File: src/hw/icache_pkg.sv
/* shared constants, the instruction word type and default cache geometry
   for the VIPT instruction cache */

package icache_pkg;

  // instruction word
  localparam int instr_width_c = 32;
  typedef logic [instr_width_c-1:0] instr_t;

  // untranslated part of the address; index and block offset live here
  localparam int page_offset_width_c = 12;
  localparam int vaddr_width_c = 32;

  // default geometry: 64 sets, 4 ways, 64 byte blocks
  localparam int default_sets_c = 64;
  localparam int default_assoc_c = 4;
  localparam int default_block_width_c = 512;

  // 20 bit physical tag gives a 32 bit physical address
  localparam int default_ptag_width_c = 20;

endpackage
File: src/hw/icache_miss_ctrl.sv
/* miss FSM: holds the block request and replacement way,
   accepts the fill block and issues the array write */

`timescale 1ns/1ps

module icache_miss_ctrl
  import icache_pkg::*;
#(
  parameter int sets_p = default_sets_c,
  parameter int assoc_p = default_assoc_c,
  parameter int block_width_p = default_block_width_c,
  parameter int ptag_width_p = default_ptag_width_c
) (
  input  logic                                         clk_i,
  input  logic                                         reset_i,
  input  logic                                         tv_miss_i,
  input  logic [ptag_width_p+page_offset_width_c-1:0]  tv_paddr_i,
  input  logic [assoc_p-1:0]                           tv_valid_i,
  input  logic [$clog2(assoc_p)-1:0]                   victim_i,
  input  logic                                         cache_req_ready_i,
  input  logic                                         fill_v_i,
  input  logic [block_width_p-1:0]                     fill_data_i,
  output logic                                         cache_req_v_o,
  output logic [ptag_width_p+page_offset_width_c-1:0]  cache_req_addr_o,
  output logic                                         fill_yumi_o,
  output logic                                         busy_o,
  output logic                                         fill_we_o,
  output logic [$clog2(sets_p)-1:0]                    fill_index_o,
  output logic [$clog2(assoc_p)-1:0]                   fill_way_o,
  output logic [ptag_width_p-1:0]                      fill_tag_o,
  output logic [block_width_p-1:0]                     fill_data_o
);

  localparam int index_width_lp = $clog2(sets_p);
  localparam int way_width_lp = $clog2(assoc_p);
  localparam int block_offset_width_lp = $clog2(block_width_p / 8);
  localparam int paddr_width_lp = ptag_width_p + page_offset_width_c;

  typedef enum logic [1:0] {idle_s, req_s, wait_fill_s} state_e;

  state_e                     state_r;
  logic [paddr_width_lp-1:0]  addr_r;
  logic [way_width_lp-1:0]    way_r;
  logic [way_width_lp-1:0]    repl_way;

  // lowest invalid way wins, else the LRU pick
  always_comb begin
    repl_way = victim_i;
    for (int w = assoc_p - 1; w >= 0; w--) begin
      if (!tv_valid_i[w]) begin
        repl_way = way_width_lp'(w);
      end
    end
  end

  always_ff @(posedge clk_i) begin
    if (reset_i) begin
      state_r <= idle_s;
    end else begin
      case (state_r)
        idle_s:      state_r <= tv_miss_i ? req_s : idle_s;
        req_s:       state_r <= cache_req_ready_i ? wait_fill_s : req_s;
        wait_fill_s: state_r <= fill_v_i ? idle_s : wait_fill_s;
        default:     state_r <= idle_s;
      endcase
    end
  end

  // block-aligned miss address and chosen way
  always_ff @(posedge clk_i) begin
    if ((state_r == idle_s) && tv_miss_i) begin
      addr_r <= {tv_paddr_i[paddr_width_lp-1:block_offset_width_lp],
                 {block_offset_width_lp{1'b0}}};
      way_r  <= repl_way;
    end
  end

  assign cache_req_v_o = (state_r == req_s);
  assign cache_req_addr_o = addr_r;
  assign fill_yumi_o = (state_r == wait_fill_s) & fill_v_i;
  assign busy_o = (state_r != idle_s);

  // whole block lands in the array in the accept cycle
  assign fill_we_o = fill_yumi_o;
  assign fill_index_o = addr_r[block_offset_width_lp +: index_width_lp];
  assign fill_way_o = way_r;
  assign fill_tag_o = addr_r[paddr_width_lp-1 -: ptag_width_p];
  assign fill_data_o = fill_data_i;

  // the stall upstream must keep a second miss away while one is open
  a_miss_when_idle: assert property (@(posedge clk_i) disable iff (reset_i)
    tv_miss_i |-> (state_r == idle_s))
    else $error("miss from TV while a miss is outstanding");

endmodule

File: config.mk
export PLATFORM = sky130hd
export DESIGN_NAME = icache_miss_ctrl
export DESIGN_NICKNAME = d
export VERILOG_FILES = /design/src/hw/icache_pkg.sv /design/src/hw/icache_miss_ctrl.sv
export SDC_FILE = /design/constraint.sdc
export NUM_CORES = 1
export LEC_CHECK = 0
export ABC_CLOCK_PERIOD_IN_PS = 2400
export BUFFER_PORTS_ARGS = -buffer_cell sky130_fd_sc_hd__buf_2
export CAP_MARGIN = 20
export CORE_AREA = 2 2 444 446
export DETAILED_ROUTE_END_ITERATION = 8
export DIE_AREA = 0 0 446 448
export PLACE_DENSITY_LB_ADDON = 0.05
export SLEW_MARGIN = 0
export SYNTH_ARGS = -nofsm -noshare
export SYNTH_HDL_FRONTEND = slang
export SYNTH_SLANG_ARGS = --single-unit
File: constraint.sdc
create_clock -name clk_i -period 2.4 [get_ports clk_i]
set_clock_uncertainty 0.1 [all_clocks]
set_input_delay 0.48 -clock clk_i [delete_from_list [all_inputs] [get_ports clk_i]]
set_output_delay 0.48 -clock clk_i [all_outputs]
set_load 0.02 [all_outputs]
==> impl_results.md, run 1 <==
- Status: finished clean
- Port Buffer Count: 94
- Ports: 1,131
- Clock sink total: 30
- Final hold vios: 0
- Worst-path clk slew: 0.06 ns
- CP Class: flop to output port
- Data required time of the critical path: 1.82 ns
- Post-synthesis register bit count: 30
- H-tree lvl count: 2
- Hold buffer count at cts: 0
- Crit-path max FO: 6
- Clk_lat worst skew: approximately 0.29 ns
- Worst Setup SP: state_r[1]
- Crit end category: output port
- R2R Setup Slk: 0.84 ns
- Resized cells post-CTS: 0
- Setup Buffers After CTS: 0
- Hold path start: tv_paddr_i[28]
- Cell taking the most area after synthesis: buf_4
- DP HPWL: about 43 mm
- Antenna violations before repair: 1
- Core ar.: 0.195 mm²
- Area delta synth->final: -5.24%
- Commonest cells after routing, fill and taps aside: buf_2, edfxtp_1, conb_1
- Yosys warns: 0
- Tmin final: 1.82 ns
- Unrepaired setup endpoints after global routing: false
- Maximum vdd drop: between 150 and 200 µV
- PwrDens: 319 mW/mm²
- All-Layer GR Usage: 4.33%
- Drt wl/cell: 17.2 µm
- Syn avg cell area: 8.56 µm²
- Net count, final: 712
- Vert. Die Dim: around 450 µm
- Clk root buf: clkbuf_16
- Die ar.: 0.200 mm²
- CTS buffer count: 5
- Pleak: 0.808 nW
- Deepest clock path buffer count: 2
- Synth area leaders: buf_4, edfxtp_1, dfxtp_1, inv_1, nand2_1
- Slowest stage delay, CP: 0.42 ns
- Cells after synthesis: 594
- Final setup viols: 0
- Critical-path cell list: nand2_1, nor2_1, buf_2
- Total Neg Setup Slack: 0 ns
- Cells on Worst Hold Path: 1
- Max Transition Viols Final: 0
- Arr. time, crit path: roughly 1.2 ns
- DRC viols: 0
- Final period util: 75.7%
- Core Rows: 162
- Final ANT Viol Nets: 0
- Hold crit path type: input port to flop
- Initial DRC count: 91
- Sequential share of the synthesized area: 17.3%
- Final wirelength: 46.5 mm
- First-pass GRT wire length: 49.5 mm
- Share of layout cells above drive strength 1: between 60 and 70%
- Largest net degree at the start of global routing: 21
- Total grt overflow: 0
- R2R cell count: 3
- Vias in the first global route: 1,963
- Max-cap violations: 0
- Gpl congestion: approximately 0.57
- Final Total Pwr: 0.00154 W
- Initial core utilization: 2.61%
- N_diodes: 0
- Worst Setup Start Kind: flop
- Slowest CP cell: dfxtp_1
- TritonRoute pass-1 iters: 4
- Most common cell after layout, fill and taps aside: buf_2
- CTS tree: done
- Fmax: between 0.5 and 0.6 GHz
- Yosys top cell area share: 80.5%
- Synthesized cell area: 0.00508 mm²
- Die W: 446 µm
- Hold Path Sink: cache_req_addr_o[28]
- Yosys cell types: 17
- Vias: 1,923
- R2r endpoint: cache_req_addr_o[25]
- Vias per Instance: 0.712
- Crit Reg-Reg Startpoint: state_r[0]
-- Yosys cell counts --
cell type	n
buf_4	545
edfxtp_1	28
inv_1	3
nand2_1	3
dfxtp_1	2
nor2_1	2
a211oi_1	1
a21oi_2	1
a31oi_1	1
and2b_2	1
conb_1	1
nand2b_1	1
nand3b_1	1
o221a_2	1
or2_1	1
or2b_1	1
or3b_1	1
-- per-stage QoR --
step	setup slack (ns)	instances	util, %	hold slack, ns	cell area, µm²
floorplan	0.0157	599	-	0.348	5100
global placement	0.758	2692	2.41	0.467	4680
detailed placement	0.732	2692	2.41	0.447	4680
CTS	0.551	2700	2.48	0.242	4820
global route	0.487	2700	2.48	0.248	4820
finish	0.584	2700	2.48	0.257	4820
-- cells by family after synthesis --
family / count (synthesis) / synth area share (%)
and+or+nand+nor: 11 / 1.26
AOI/OAI and AO/OA: 4 / 0.665
other: 1 / 0.0737
buffers and inverters: 548 / 80.7
DFF: 30 / 17.3
-- per-layer routing --
metal	vias up	global-route usage (%)	share of wire, %
met4	16	1.68	3.8
met2	729	5.77	39
li1	393	-	-
met1	650	1.93	16
met3	135	8.15	39
met5	-	3.17	2.0
-- cell type report --
type                    instances  area [µm²]
clock buffers                   6         129
clock inverters                 2        8.76
fillers                     23300      190000
inverters                       3        11.3
multi-input cells              21         123
flip-flops and latches         30         881
well taps                    2542        3180
repair buffers                 96         485
-- sequential cells by signal, indices dropped and copies added, names as in the netlist --
signal	cells
state_r	2
fill_way_o	2
cache_req_addr_o	26
-- critical path: cells and delay by family (launching register included) --
family / cells / cell delay, ns
buf+inv: 1 / 0.23
flops: 1 / 0.42
simple gates: 2 / 0.30
-- worst max path at each step --
stage,cells past startpoint,end
finish,3,fill_yumi_o
global route,3,fill_yumi_o
CTS,3,fill_yumi_o
detailed placement,4,fill_yumi_o
global placement,4,fill_yumi_o
floorplan,2,cache_req_addr_o[10]
-- power by group --
group / switching [W] / internal [W]
clock: 0.000276 / 0.000380
sequential: 0.0000286 / 0.000617
combinational: 0.000161 / 0.0000729
total: 0.000466 / 0.00107
Power figures use the tool's default switching activity.
==> inputs of run 2 (changes only) <==
--- a/config.mk
+++ b/config.mk
@@ -5,7 +5,7 @@
 export SDC_FILE = /design/constraint.sdc
 export NUM_CORES = 1
 export LEC_CHECK = 0
-export ABC_CLOCK_PERIOD_IN_PS = 2400
+export ABC_CLOCK_PERIOD_IN_PS = 1650
 export BUFFER_PORTS_ARGS = -buffer_cell sky130_fd_sc_hd__buf_2
 export CAP_MARGIN = 20
 export CORE_AREA = 2 2 444 446
==> constraint.sdc (replaced) <==
create_clock -name clk_i -period 1.65 [get_ports clk_i]
set_clock_uncertainty 0.1 [all_clocks]
set_input_delay 0.33 -clock clk_i [delete_from_list [all_inputs] [get_ports clk_i]]
set_output_delay 0.33 -clock clk_i [all_outputs]
set_load 0.02 [all_outputs]
==> impl_results.md, run 2 (synthesis gave the netlist of run 1 again) <==
- Total grt overflow: 0 (unchanged)
- Area delta synth->final: -4.82%
- Worst-path clk slew: 0.06 ns (about the same)
- DP HPWL: 44.8 mm (+5.3%)
- TritonRoute pass-1 iters: 4 (unchanged)
- Initial core utilization: 2.61% (unchanged)
- Number of flip-flops in the largest register: 26 (unchanged)
- Clock sink total: 30 (unchanged)
- Data required time of the critical path: 1.22 ns (-0.60 ns)
- Slowest stage delay, CP: 0.30 ns (-0.12 ns)
- Hold path start: tv_paddr_i[31]
- Die ar.: 0.200 mm² (unchanged)
- Total Neg Setup Slack: 0 ns (unchanged)
- Fmax: roughly 0.64 GHz
- Arr. time, crit path: 1.14 ns (-0.10 ns)
- Ports: 1,131 (unchanged)
- Reg power frac: 42.4% (+0.4 points)
- Setup Buffers After CTS: 0 (unchanged)
- Final setup viols: 0 (unchanged)
- Core ar.: 0.195 mm² (unchanged)
- Clock share of power: 41.9% (-0.8 points)
- Combinational share of power: 15.7% (+0.5 points)
- Antenna violations before repair: 0 (-1)
- CP Class: flop to output port
- CTS buffer count: 5 (unchanged)
- Most common cell after layout, fill and taps aside: buf_2
- Hold crit path type: input port to flop
- Net Sw Frac: 29.4% (-0.85 points)
- Vert. Die Dim: 448 µm (unchanged)
- Final hold vios: 0 (unchanged)
- Crit end category: output port
- Status: finished clean
- H-tree lvl count: 2 (unchanged)
- Port Buffer Count: 94 (unchanged)
- Cells on Worst Hold Path: 1 (unchanged)
- Deepest clock path buffer count: 2 (unchanged)
- Crit-path max FO: 6 (unchanged)
- Sw Pwr: 0.000652 W (+40%)
- Crit Reg-Reg Startpoint: state_r[1]
- Vias: 1,955 (+1.7%)
- R2r endpoint: cache_req_addr_o[17]
- Net count, final: 712 (unchanged)
- Max-cap violations: 0 (unchanged)
- Slowest CP cell: dfxtp_1
- Initial DRC count: 129 (+42%)
- Vias in the first global route: 1,931 (-1.6%)
- Worst Path Buf+Inv: 2 (+1)
- Internal power: 0.00156 W (+46%)
- All-Layer GR Usage: 4.58% (+0.25 points)
- Largest net degree at the start of global routing: 29 (+38%)
- DRC viols: 0 (unchanged)
- Drt wl/cell: 18.1 µm (+5.5%)
- First-pass GRT wire length: 52.1 mm (+5.4%)
- Clk root buf: clkbuf_16
- Final wirelength: 49.0 mm (+5.5%)
- R2R Setup Slk: 0.28 ns (-0.56 ns)
- Max Transition Viols Final: 0 (unchanged)
- CP top delay family: buffers and inverters
- Vias per Instance: 0.724 (+1.7%)
- R2R cell count: 3 (unchanged)
- Tmin final: approximately 1.6 ns
- Core Rows: 162 (unchanged)
- Share of layout cells above drive strength 1: 68.4% (+1.3 points)
- Gpl congestion: 0.577 (+0.63%)
- PwrDens: 458 mW/mm² (+44%)
- Critical-path cell list: buf_4, nor2_2, buf_2
- Hold buffer count at cts: 0 (unchanged)
- Die W: 446 µm (unchanged)
- Hold Path Sink: cache_req_addr_o[31]
- CTS tree: done
- Commonest cells after routing, fill and taps aside: buf_2, edfxtp_1, conb_1
- Final period util: about 95%
- N_diodes: 0 (unchanged)
- Final ANT Viol Nets: 0 (unchanged)
- Pleak: 0.814 nW (+0.66%)
- Unrepaired setup endpoints after global routing: false
- Worst Setup Start Kind: flop
- Maximum vdd drop: 309 µV (+63%)
- WHS: 0.116 ns (-0.140 ns)
- Clk_lat worst skew: 0.28 ns (about the same)
-- run 2: changes by cell type in the layout (fill, tap and decap cells not counted) --
cell	before	now
buf_12	0	1
buf_4	2	1
dfxtp_1	2	1
dfxtp_2	0	1
nor2_1	1	0
nor2_4	0	1
-- run 2: worst register-to-register path, stage by stage, from the launching register on --
cell and delay (ns):
dfxtp_2 0.35, or2_1 0.26, nor2_4 0.11, buf_12 0.22
-- run 2: area by class of cell --
cell class	instances	area (µm²)
clock buffer	6	129
sequential	30	882
inverter	3	11.3
fill	23300	190000
timing repair buffer	96	498
multi-input combinational	21	130
clock inverter	2	8.76
tap	2542	3180
-- run 2: what timing repair did --
| item | 4_1_cts | 5_1_grt |
|---|---|---|
| endpoints found under the hold margin | 0 | 0 |
| gates resized for setup | 2 | 0 |
| endpoints found under the setup margin | 2 | 0 |
-- run 2: power groups by stage --
stage	Combinational (W)	Clock, W	Sequential, W
after floorplan	0.00199	0	0.000997
after global placement	0.000373	0	0.000961
after detailed placement	0.000358	0	0.000960
after CTS	0.000359	0.00103	0.000943
after global routing	0.000377	0.00102	0.000946
final	0.000348	0.000929	0.000939
-- run 2: worst max-delay path by stage --
stage                          start                   end  cells past startpoint
after floorplan           state_r[0]  cache_req_addr_o[10]                      2
after global placement    state_r[1]  cache_req_addr_o[28]                      3
after detailed placement  state_r[1]  cache_req_addr_o[28]                      3
after CTS                 state_r[0]             fill_we_o                      3
after global routing      state_r[1]             fill_we_o                      3
final                     state_r[0]             fill_we_o                      3
-- run 2: metrics by stage --
stage,worst slack (ns),std cells,instance area [µm²],power (W),utilization [%]
after floorplan,0.0253,599,5110,0.00299,-
final,0.0795,2700,4840,0.00222,2.49
after CTS,0.0620,2700,4840,0.00233,2.49
after global placement,0.172,2692,4700,0.00133,2.41
after detailed placement,0.215,2692,4700,0.00132,2.41
after global routing,0.0163,2700,4840,0.00235,2.49
-- run 2: per-layer routing --
layer  routed length, µm  track usage, %  share of wire (%)  up-vias
met1                8850            2.34                 18      662
li1                    -               -                  -      392
met2               18600            5.89                 38      754
met5                 506            1.71                1.0        -
met4                2610            2.36                5.3       12
met3               18500            8.27                 38      135
